==> src/audio_params.svh <==
`ifndef AUDIO_PARAMS_SVH
`define AUDIO_PARAMS_SVH

// ============================================================
// sample fifo geometry
// ============================================================

// 16 entries
`define AUDIO_FIFO_AW		4
`define AUDIO_FIFO_DEPTH	(1 << `AUDIO_FIFO_AW)

// ============================================================
// pwm output
// ============================================================

// one period is 2**bits clocks
`define AUDIO_PWM_BITS		8

// ============================================================
// register map word offsets
// ============================================================

`define AUDIO_REG_SAMPLE	2'd0
`define AUDIO_REG_CONTROL	2'd1
`define AUDIO_REG_THRESHOLD	2'd2

// control and status bit positions
`define AUDIO_CTRL_ENABLE	0
`define AUDIO_CTRL_IRQ_EN	1
`define AUDIO_STAT_FULL		8
`define AUDIO_STAT_EMPTY	9
`define AUDIO_STAT_OVERFLOW	16

`endif
==> src/audio_pkg.sv <==
`include "audio_params.svh"

package audio_pkg;

	// bus side
	typedef logic [31:0] data_t;
	typedef logic [1:0] reg_addr_t;

	// audio payload
	typedef logic [15:0] sample_t;

	// fill level with one extra bit so a full fifo fits
	typedef logic [`AUDIO_FIFO_AW:0] level_t;

	// pwm duty and period count
	typedef logic [`AUDIO_PWM_BITS-1:0] duty_t;

	typedef enum logic {
		IDLE,
		ACK
	} regs_state_t;

	typedef enum logic {
		STOPPED,
		RUNNING
	} pwm_state_t;

endpackage

==> src/audio_top.sv <==
`timescale 1ns/10ps

module audio_top (
	input						i_clock,
	input						i_arst_n,

	input						i_request,
	input						i_rw,
	input			[3:0]		i_address,
	input	audio_pkg::data_t	i_wdata,
	output	audio_pkg::data_t	o_rdata,
	output						o_ready,

	output						o_interrupt,
	output						o_pwm
);

	// producer to buffer
	logic push;
	audio_pkg::sample_t push_data;
	logic clear_overflow;

	// buffer state
	audio_pkg::sample_t head;
	audio_pkg::level_t level;
	logic full;
	logic empty;
	logic overflow;

	// consumer
	logic pop;
	logic enable;

	// ============================================================
	// producer
	// ============================================================

	audio_regs regs (
		.i_clock			(i_clock),
		.i_arst_n			(i_arst_n),
		.i_request			(i_request),
		.i_rw				(i_rw),
		.i_address			(i_address),
		.i_wdata			(i_wdata),
		.o_rdata			(o_rdata),
		.o_ready			(o_ready),
		.o_push				(push),
		.o_push_data		(push_data),
		.o_clear_overflow	(clear_overflow),
		.i_level			(level),
		.i_full				(full),
		.i_empty			(empty),
		.i_overflow			(overflow),
		.o_enable			(enable),
		.o_interrupt		(o_interrupt)
	);

	// ============================================================
	// buffer
	// ============================================================

	audio_sample_fifo fifo (
		.i_clock			(i_clock),
		.i_arst_n			(i_arst_n),
		.i_push				(push),
		.i_push_data		(push_data),
		.i_pop				(pop),
		.i_clear_overflow	(clear_overflow),
		.o_head				(head),
		.o_level			(level),
		.o_full				(full),
		.o_empty			(empty),
		.o_overflow			(overflow)
	);

	// ============================================================
	// consumer
	// ============================================================

	audio_pwm_output pwm (
		.i_clock			(i_clock),
		.i_arst_n			(i_arst_n),
		.i_enable			(enable),
		.i_head				(head),
		.i_empty			(empty),
		.o_pop				(pop),
		.o_pwm				(o_pwm)
	);

endmodule

==> src/audio_pwm_output.sv <==
`include "audio_params.svh"

`timescale 1ns/10ps

module audio_pwm_output (
	input						i_clock,
	input						i_arst_n,

	input						i_enable,
	input	audio_pkg::sample_t	i_head,
	input						i_empty,

	output						o_pop,
	output	logic				o_pwm
);

	audio_pkg::pwm_state_t state;
	audio_pkg::duty_t count;
	audio_pkg::duty_t duty;
	audio_pkg::duty_t duty_next;

	logic period_start;

	// top bits of the sample set the duty
	assign period_start = (state == audio_pkg::RUNNING) && i_enable && (count == '0);
	assign o_pop = period_start && !i_empty;

	// empty fifo repeats the previous duty
	assign duty_next = o_pop ? i_head[$bits(audio_pkg::sample_t)-1 -: `AUDIO_PWM_BITS] : duty;

	always_ff @(posedge i_clock or negedge i_arst_n) begin
		if (!i_arst_n) begin
			state <= audio_pkg::STOPPED;
			count <= '0;
			duty <= '0;
			o_pwm <= 1'b0;
		end else begin
			case (state)
				audio_pkg::STOPPED: begin
					count <= '0;
					o_pwm <= 1'b0;
					if (i_enable)
						state <= audio_pkg::RUNNING;
				end
				audio_pkg::RUNNING: begin
					if (!i_enable) begin
						state <= audio_pkg::STOPPED;
						count <= '0;
						o_pwm <= 1'b0;
					end else begin
						// wraps every 2**bits clocks
						count <= count + 1'b1;
						duty <= duty_next;
						o_pwm <= (count < duty_next);
					end
				end
			endcase
		end
	end

	a_pwm_low_stopped: assert property (
		@(posedge i_clock) disable iff (!i_arst_n)
			(state == audio_pkg::STOPPED) |-> !o_pwm
	);

endmodule

==> src/audio_sample_fifo.sv <==
`include "audio_params.svh"

`timescale 1ns/10ps

module audio_sample_fifo (
	input						i_clock,
	input						i_arst_n,

	input						i_push,
	input	audio_pkg::sample_t	i_push_data,
	input						i_pop,
	input						i_clear_overflow,

	output	audio_pkg::sample_t	o_head,
	output	audio_pkg::level_t	o_level,
	output						o_full,
	output						o_empty,
	output						o_overflow
);

	audio_pkg::sample_t mem [`AUDIO_FIFO_DEPTH];

	logic [`AUDIO_FIFO_AW-1:0] wr_ptr;
	logic [`AUDIO_FIFO_AW-1:0] rd_ptr;
	audio_pkg::level_t count;
	logic overflow;

	logic push_ok;
	logic pop_ok;

	// a push while full is dropped and nothing upstream waits
	assign push_ok = i_push && !o_full;
	assign pop_ok = i_pop && !o_empty;

	always_ff @(posedge i_clock) begin
		if (push_ok)
			mem[wr_ptr] <= i_push_data;
	end

	always_ff @(posedge i_clock or negedge i_arst_n) begin
		if (!i_arst_n) begin
			wr_ptr <= '0;
			rd_ptr <= '0;
			count <= '0;
			overflow <= 1'b0;
		end else begin
			if (push_ok)
				wr_ptr <= wr_ptr + 1'b1;
			if (pop_ok)
				rd_ptr <= rd_ptr + 1'b1;

			// push and pop together leave the level alone
			case ({push_ok, pop_ok})
				2'b10: count <= count + 1'b1;
				2'b01: count <= count - 1'b1;
				default: count <= count;
			endcase

			// sticky until software writes control
			if (i_push && o_full)
				overflow <= 1'b1;
			else if (i_clear_overflow)
				overflow <= 1'b0;
		end
	end

	assign o_head = mem[rd_ptr];
	assign o_level = count;
	assign o_full = (count == `AUDIO_FIFO_DEPTH);
	assign o_empty = (count == '0);
	assign o_overflow = overflow;

	a_level_bound: assert property (
		@(posedge i_clock) disable iff (!i_arst_n) count <= `AUDIO_FIFO_DEPTH
	);

	// consumer must check empty before it pops
	a_no_pop_empty: assert property (
		@(posedge i_clock) disable iff (!i_arst_n) i_pop |-> !o_empty
	);

endmodule

==> src/audio_regs.sv <==
`include "audio_params.svh"

`timescale 1ns/10ps

module audio_regs (
	input						i_clock,
	input						i_arst_n,

	input						i_request,
	input						i_rw,
	input			[3:0]		i_address,
	input	audio_pkg::data_t	i_wdata,
	output	audio_pkg::data_t	o_rdata,
	output						o_ready,

	output						o_push,
	output	audio_pkg::sample_t	o_push_data,
	output						o_clear_overflow,

	input	audio_pkg::level_t	i_level,
	input						i_full,
	input						i_empty,
	input						i_overflow,

	output						o_enable,
	output						o_interrupt
);

	audio_pkg::regs_state_t state;

	// transfer captured when the request is first seen
	logic rw_q;
	audio_pkg::reg_addr_t addr_q;
	audio_pkg::data_t wdata_q;

	logic ctrl_enable;
	logic ctrl_irq_en;
	audio_pkg::level_t threshold;

	logic ack;
	logic wr_sample;
	logic wr_control;
	logic wr_threshold;
	audio_pkg::data_t status;

	// ============================================================
	// request / ready sequencing
	// ============================================================

	always_ff @(posedge i_clock or negedge i_arst_n) begin
		if (!i_arst_n) begin
			state <= audio_pkg::IDLE;
		end else begin
			case (state)
				audio_pkg::IDLE: if (i_request) state <= audio_pkg::ACK;
				// held request is ignored here
				audio_pkg::ACK: state <= audio_pkg::IDLE;
			endcase
		end
	end

	always_ff @(posedge i_clock) begin
		if (state == audio_pkg::IDLE && i_request) begin
			rw_q <= i_rw;
			addr_q <= i_address[3:2];
			wdata_q <= i_wdata;
		end
	end

	assign ack = (state == audio_pkg::ACK);
	assign o_ready = ack;

	assign wr_sample = ack && rw_q && (addr_q == `AUDIO_REG_SAMPLE);
	assign wr_control = ack && rw_q && (addr_q == `AUDIO_REG_CONTROL);
	assign wr_threshold = ack && rw_q && (addr_q == `AUDIO_REG_THRESHOLD);

	// ============================================================
	// control and threshold
	// ============================================================

	always_ff @(posedge i_clock or negedge i_arst_n) begin
		if (!i_arst_n) begin
			ctrl_enable <= 1'b0;
			ctrl_irq_en <= 1'b0;
			threshold <= '0;
		end else begin
			if (wr_control) begin
				ctrl_enable <= wdata_q[`AUDIO_CTRL_ENABLE];
				ctrl_irq_en <= wdata_q[`AUDIO_CTRL_IRQ_EN];
			end
			if (wr_threshold)
				threshold <= wdata_q[`AUDIO_FIFO_AW:0];
		end
	end

	// samples go straight to the fifo which drops them when full
	assign o_push = wr_sample;
	assign o_push_data = wdata_q[15:0];
	assign o_clear_overflow = wr_control;

	assign o_enable = ctrl_enable;

	// low water means software should refill
	assign o_interrupt = ctrl_irq_en && (i_level < threshold);

	// ============================================================
	// read data
	// ============================================================

	always_comb begin
		status = '0;
		status[`AUDIO_FIFO_AW:0] = i_level;
		status[`AUDIO_STAT_FULL] = i_full;
		status[`AUDIO_STAT_EMPTY] = i_empty;
		status[`AUDIO_STAT_OVERFLOW] = i_overflow;
	end

	always_comb begin
		o_rdata = '0;
		case (addr_q)
			`AUDIO_REG_SAMPLE: o_rdata = status;
			`AUDIO_REG_CONTROL: begin
				o_rdata[`AUDIO_CTRL_ENABLE] = ctrl_enable;
				o_rdata[`AUDIO_CTRL_IRQ_EN] = ctrl_irq_en;
			end
			`AUDIO_REG_THRESHOLD: o_rdata[`AUDIO_FIFO_AW:0] = threshold;
			default: o_rdata = '0;
		endcase
	end

	// each transfer gets exactly one ready pulse
	a_ready_single: assert property (
		@(posedge i_clock) disable iff (!i_arst_n) o_ready |=> !o_ready
	);

endmodule

==> config.mk <==
export PLATFORM = sky130hd
export DESIGN_NAME = audio_top
export DESIGN_NICKNAME = d
export VERILOG_FILES = /design/src/audio_pkg.sv /design/src/audio_top.sv /design/src/audio_pwm_output.sv /design/src/audio_sample_fifo.sv /design/src/audio_regs.sv
export VERILOG_INCLUDE_DIRS = /design/src
export SDC_FILE = /design/constraint.sdc
export NUM_CORES = 1
export LEC_CHECK = 0
export BUFFER_PORTS_ARGS = -buffer_cell sky130_fd_sc_hd__buf_2
export CAP_MARGIN = 10
export CORE_MARGIN = 2
export CORE_UTILIZATION = 55
export DETAILED_ROUTE_END_ITERATION = 10
export HOLD_SLACK_MARGIN = 0.12
export PLACE_DENSITY = 0.73
export REMOVE_ABC_BUFFERS = 1
export SLEW_MARGIN = 20
export SYNTH_ARGS = -nofsm -noshare
export SYNTH_HDL_FRONTEND = slang
export SYNTH_HIERARCHICAL = 1
export SYNTH_SLANG_ARGS = --single-unit
==> constraint.sdc <==
create_clock -name i_clock -period 4.2 [get_ports i_clock]
set_input_delay 0 -clock i_clock [delete_from_list [all_inputs] [get_ports i_clock]]
set_output_delay 0 -clock i_clock [all_outputs]
set_load 0.02 [all_outputs]
==> metrics.md, run 1 <==
| Metric | Value |
|---|---|
| Critical path cell sequence | `nor4_2, and2b_1, nor4b_4, nand4_4, inv_1, nor2b_1, ha_1, inv_1, fa_1, nor2b_1, o21ai_1, nand3_1, or3b_1, xnor2_1` |
| Largest net degree at the start of global routing | `41` |
| Critical path buffer and inverter count | `2` |
| Critical Path Source Type | `flip-flop` |
| 1st-iter DRT viols | `272` |
| Die width | `126.9 um` |
| Initial Util | `56.71%` |
| Global route overflow | `0` |
| CTS tree | `done` |
| Final Max Slew Viols | `0` |
| Via count | `4260` |
| FMAX | `around 280 MHz` |
| Outcome | `complete, no violations` |
| First-pass DRT Iterations | `4` |
| Final Hold Vio Count | `0` |
| Cell Area, Placed | `0.008381 sq mm` |
| Antenna-violating nets left | `0` |
| Number of global-route vias before repair | `4374` |
| Reg area | `about 0.0053 sq mm` |
| ANT cells | `0` |
| Gate Count Post-Synth | `523` |
| Final net count | `627` |
| Leakage | `around 3.6 nW` |
| Placer congestion estimate | `0.8017` |
| Avg Inst Size Synth | `15.88 sq um` |
| Crit path DAT | `3.92 ns` |
| CP max stage cell | `dfrtp_1` |
| Die height | `about 130 um` |
| Final min period | `3.597 ns` |
| Final setup violation count | `0` |
| Die Footprint | `between 0.015 and 0.02 sq mm` |
| FP Rows | `44` |
| Clock tree sinks | `184` |
| GRT Util Overall | `between 10% and 20%` |
| IO Port Bufs | `29` |
| Filler cells | `1015` |
| Cts hold-fix bufs | `18` |
| Area of the multi-input gates | `0.002490 sq mm` |
| Max-cap violation count | `0` |
| Num CTS Buffers | `17` |
| Final HPWL DP | `9.628 mm` |
| Critical setup path kind | `flip-flop to flip-flop` |
| CP required | `4.52 ns` |
| CP endpoint kind | `flip-flop` |
| Root buf cell | `clkbuf_16` |
| VDD IR max | `384.7 uV` |
| Worst min-delay path category | `primary input to async pin` |
| Worst skew pair latency | `0.44 ns` |
| H-tree depth | `4` |
| Slew @ Worst Pin | `0.9945 ns` |
| WL per Instance | `19.43 um` |
| Clock Pin Slew Worst Setup and Hold Paths | `0.06 ns` |
| Longest Clk Path Bufs | `2` |
| Post-CTS resize count | `0` |
| First-pass GRT wire length | `between 20 and 25 mm` |
| Biggest cell delay along the critical path | `0.47 ns` |
| Place WS | `a little over 0.6 ns` |
| Layout Skew | `0.01071 ns` |
| Share of layout cells above drive strength 1 | `23.22%` |
| Drt total wl | `between 10 and 15 mm` |
| DRC violations left | `0` |
| Core Box Area | `0.01464 sq mm` |
| Initial antenna violation count | `0` |
| Final instance area | `a little over 0.009 sq mm` |
| Synthesis Warnings | `6` |
| Cell Area, Synth | `0.008304 sq mm` |
| I/O pin count | `75` |
| CP top delay family | `simple AND/OR/NAND/NOR gates` |
| PnR worst setup slack | `0.6028 ns` |
| Max-slew headroom | `33.45%` |
| Final core utilization | `62.73%` |
| Setup TNS | `0 ns` |
| Area growth from synthesis to layout | `10.62%` |
| Pwr Density | `roughly 590 mW/mm^2` |
| Crit share post-route | `85.65%` |
| RSZ-0062 raised after global routing | `no` |
| Setup bufs post-CTS | `0` |
| Detail-routed via count per cell | `between 5 and 6` |
| Final Power | `around 5.4 mW` |
| Crit path max fanout | `9` |
[power by group]
part           switching, mW  internal, mW
Sequential             0.211          2.11
Combinational          0.732         0.687
Clock                  0.682         0.998
Total                   1.62          3.79
[stage by stage]
step           hold WS (ns)  cells
2_1_floorplan       -0.2956    487
3_3_place_gp         0.1656    711
3_5_place_dp         0.1785    711
4_1_cts              0.2520    761
5_1_grt              0.2649    761
6_report             0.2268    761
[layout make-up]
class / instances / share of cell area, %
inverter: 25 / 1.022
timing repair buffer: 58 / 4.576
clock buffer: 17 / 4.631
multi-input combinational: 278 / 27.10
sequential: 184 / 57.98
clock inverter: 15 / 2.179
tap: 184 / 2.506
[worst reg2reg max path: cells and delay by family (launching register included)]
kind / cells / cell delay (ns)
and+or+nand+nor: 8 / 1.85
adders and majority gates: 2 / 0.73
DFF: 1 / 0.47
buffers and inverters: 2 / 0.20
xor gates and xnor gates: 1 / 0.13
AOI/OAI and AO/OA: 1 / 0.08
[state kept, by name, summed over array words and instances (netlist names), 2 cells and up]
name	flops
fifo/mem	128
pwm/duty	8
regs/threshold	5
pwm/count	8
fifo/rd_ptr	4
regs/addr_q	2
fifo/o_level	5
regs/wdata_q	13
fifo/wr_ptr	4
[layer usage]
metal  vias up  track usage [%]  wire length [um]
li1       1975                -                 -
met1      2147            25.70              6345
met2       117            33.21              7475
met3        21            4.935               675
met4         0            7.304               291
met5         -                0                 0
[cells in the final DEF, fill, tap and decap left out, types with 3 or more instances in the layout]
cell and count:
dlygate4sd3_1 18, nand2b_1 3, edfxtp_1 144, nor2b_1 5, ha_1 22, nand2_1 23
nor2_1 24, inv_2 7, clkbuf_16 17, xor2_1 7, and2_1 6, mux2_2 3
and3_1 3, mux2i_1 38, bufinv_16 4, conb_1 24, buf_2 29, mux2_4 13
inv_1 17, clkinv_1 4, a221oi_2 15, mux4_2 16, dfrtp_1 39, buf_4 10
clkinv_4 4, o21ai_0 16, a21o_1 3, nand3_1 7, a21oi_1 4, a22oi_1 8
xnor2_1 9, nor3_1 5, inv_6 3
[final timing paths]
path | depth (start not counted) | end | startpoint | slack (ns)
max | 14 | fifo/o_level[4] | fifo/o_level[0] | 0.60
min in group i_clock | 2 | regs/wdata_q[2] | i_wdata[2] | 0.26
max in group asynchronous | 2 | fifo/rd_ptr[0] | i_arst_n | 3.35
min reg2reg | 1 | regs/threshold[2] | regs/wdata_q[2] | 0.48
max reg2reg | 14 | fifo/o_level[4] | fifo/o_level[0] | 0.60
min | 2 | regs/threshold[2] | i_arst_n | 0.23
No activity file was read; power rests on OpenSTA's default activity.
==> run 2, diff against run 1 <==
GPL_ROUTABILITY_DRIVEN = 1   (was unset)
REMOVE_ABC_BUFFERS = unset   (was 1)
==> run 2 against run 1 <==
Compared with the run above: via count is 1.9% lower; combinational power hardly changed; sequential power hardly changed; clock skew is 0.0041 ns lower; clock power is 9.5% lower; count of clock-buffer cells in the layout is 2 higher; largest cell class unchanged; highest routed layer unchanged.
==> metrics.md, run 2 (synthesis results as in run 1) <==
| Metric | Value |
|---|---|
| Outcome | `complete, no violations` |
| Setup TNS | `0 ns` |
| Max-slew headroom | `39.79%` |
| CP required | `4.52 ns` |
| Max-cap violation count | `0` |
| Psw | `1.581 mW` |
| Critical Path Source Type | `flip-flop` |
| Final HPWL DP | `9.245 mm` |
| Largest net degree at the start of global routing | `41` |
| Num CTS Buffers | `17` |
| Final setup violation count | `0` |
| Worst min-delay path category | `primary input to async pin` |
| Longest Clk Path Bufs | `2` |
| Root buf cell | `clkbuf_16` |
| Via count | `4179` |
| First-pass DRT Iterations | `5` |
| Number of global-route vias before repair | `4312` |
| Cell Int Power | `about 3.7 mW` |
| Die height | `126.9 um` |
| Final Hold Vio Count | `0` |
| First-pass GRT wire length | `23.01 mm` |
| Final core utilization | `62.14%` |
| Logic pwr share | `26.8%` |
| RSZ-0062 raised after global routing | `no` |
| Global route overflow | `0` |
| FP Rows | `44` |
| Crit path max fanout | `9` |
| Crit share post-route | `86.22%` |
| Initial antenna violation count | `0` |
| Placer congestion estimate | `0.8338` |
| CTS tree | `done` |
| Clock Pin Slew Worst Setup and Hold Paths | `0.06 ns` |
| Die Footprint | `about 0.016 sq mm` |
| Layout Skew | `about 0.0066 ns` |
| FMAX | `~280 MHz` |
| I/O pin count | `75` |
| Antenna-violating nets left | `0` |
| CP endpoint kind | `flip-flop` |
| Switching share of total power | `30.20%` |
| Area growth from synthesis to layout | `9.583%` |
| Initial Util | `56.71%` |
| Leading cell type in the layout, fill and taps excluded | `edfxtp_1` |
| ANT cells | `0` |
| Die width | `126.9 um` |
| Largest registers | `fifo/mem (128), regs/wdata_q (13)` |
| Most frequent cells in the layout | `144 x edfxtp_1, 39 x dfrtp_1, 38 x mux2i_1` |
| Share of layout cells above drive strength 1 | `between 20% and 30%` |
| 1st-iter DRT viols | `273` |
| Leakage | `3.567 nW` |
| WL per Instance | `18.65 um` |
| Clock tree sinks | `184` |
| Final min period | `3.621 ns` |
| Clk pwr share | `29.0%` |
| Final net count | `624` |
| Final Max Slew Viols | `0` |
| Detail-routed via count per cell | `5.513` |
| Slew @ Worst Pin | `0.8998 ns` |
| Worst skew pair latency | `0.43 ns` |
| Pwr Density | `575.2 mW/mm^2` |
| DRC violations left | `0` |
| Hold slack | `0.2111 ns` |
| Max FFs per register | `128` |
| Drt total wl | `14.14 mm` |
| Crit path DAT | `between 3 and 4 ns` |
| Largest Register | `fifo/mem` |
| Critical setup path kind | `flip-flop to flip-flop` |
| GRT Util Overall | `around a fifth` |
| VDD IR max | `459.8 uV` |
| Post-CTS resize count | `0` |
| Core Box Area | `approximately 0.015 sq mm` |
| Power share of the sequential group | `between 40% and 50%` |
| H-tree depth | `4` |
| IO Port Bufs | `29` |
[run 2: cell types whose count changed in the layout (fill, tap and decap cells not counted), sizes merged]
| cell | delta |
|---|---|
| inv | -2 |
| clkinvlp | -1 |
| clkbuf | +2 |
| bufinv | -2 |
| buf | -3 |
| clkinv | +3 |
[run 2: routing by layer]
metal,track usage [%],vias up,wire [um]
met2,31.91,115,7143
met4,7.822,0,275
met3,4.471,23,586
met5,0,-,0
met1,24.64,2072,6129
li1,-,1969,-
[run 2: cell type report]
type,count,area [sq um]
Inverter,25,93.84
Tap cell,184,230.2
Fill cell,1029,5544
Clock buffer,19,432.9
Multi-Input combinational cell,278,2490
Clock inverter,13,128.9
Timing Repair Buffer,55,397.9
Sequential cell,184,5326
[run 2: power by group through the flow]
stage                     clock (mW)  sequential [mW]  combinational [mW]
final                           1.52             2.32                1.40
after global routing            1.60             2.35                1.54
after CTS                       1.54             2.32                1.41
after detailed placement           0             2.36                1.39
after global placement             0             2.34                1.35
after floorplan                    0             2.23                1.34
[run 2: metrics by stage]
step / cells / instance area [sq um] / setup WS, ns / power, mW
after floorplan: 546 / 8391 / 1.119 / 3.578
after global placement: 708 / 8358 / 0.6647 / 3.696
after detailed placement: 708 / 8358 / 0.5697 / 3.749
after CTS: 758 / 9100 / 0.5522 / 5.279
after global routing: 758 / 9100 / 0.3223 / 5.487
final: 758 / 9100 / 0.5788 / 5.235
[run 2: path summary, 6_finish.rpt]
kind,start,end,slack [ns],cells after the start
max reg2reg,fifo/o_level[0],fifo/o_level[4],0.58,14
min,i_arst_n,regs/o_enable,0.21,2
min reg2reg,regs/wdata_q[3],regs/threshold[3],0.48,1
min in group i_clock,i_wdata[0],regs/wdata_q[0],0.27,2
max,fifo/o_level[0],fifo/o_level[4],0.58,14
max in group asynchronous,i_arst_n,fifo/rd_ptr[0],3.39,2
[run 2: worst max-delay path: stages, from the launching register on]
cell and delay [ns]:
dfrtp_1 0.48, nor4_2 0.10, and2b_1 0.22, nor4b_4 0.32, nand4_4 0.28, inv_1 0.10
nor2b_1 0.41, ha_1 0.32, inv_1 0.10, fa_1 0.40, nor2b_1 0.12, o21ai_1 0.08
nand3_1 0.08, or3b_1 0.36, xnor2_1 0.13
[run 2: timing repair]
item	4_1_cts	5_1_grt
setup buffers	0	0
endpoints found under the setup margin	0	0
hold buffers	18	0
endpoints found under the hold margin	64	0
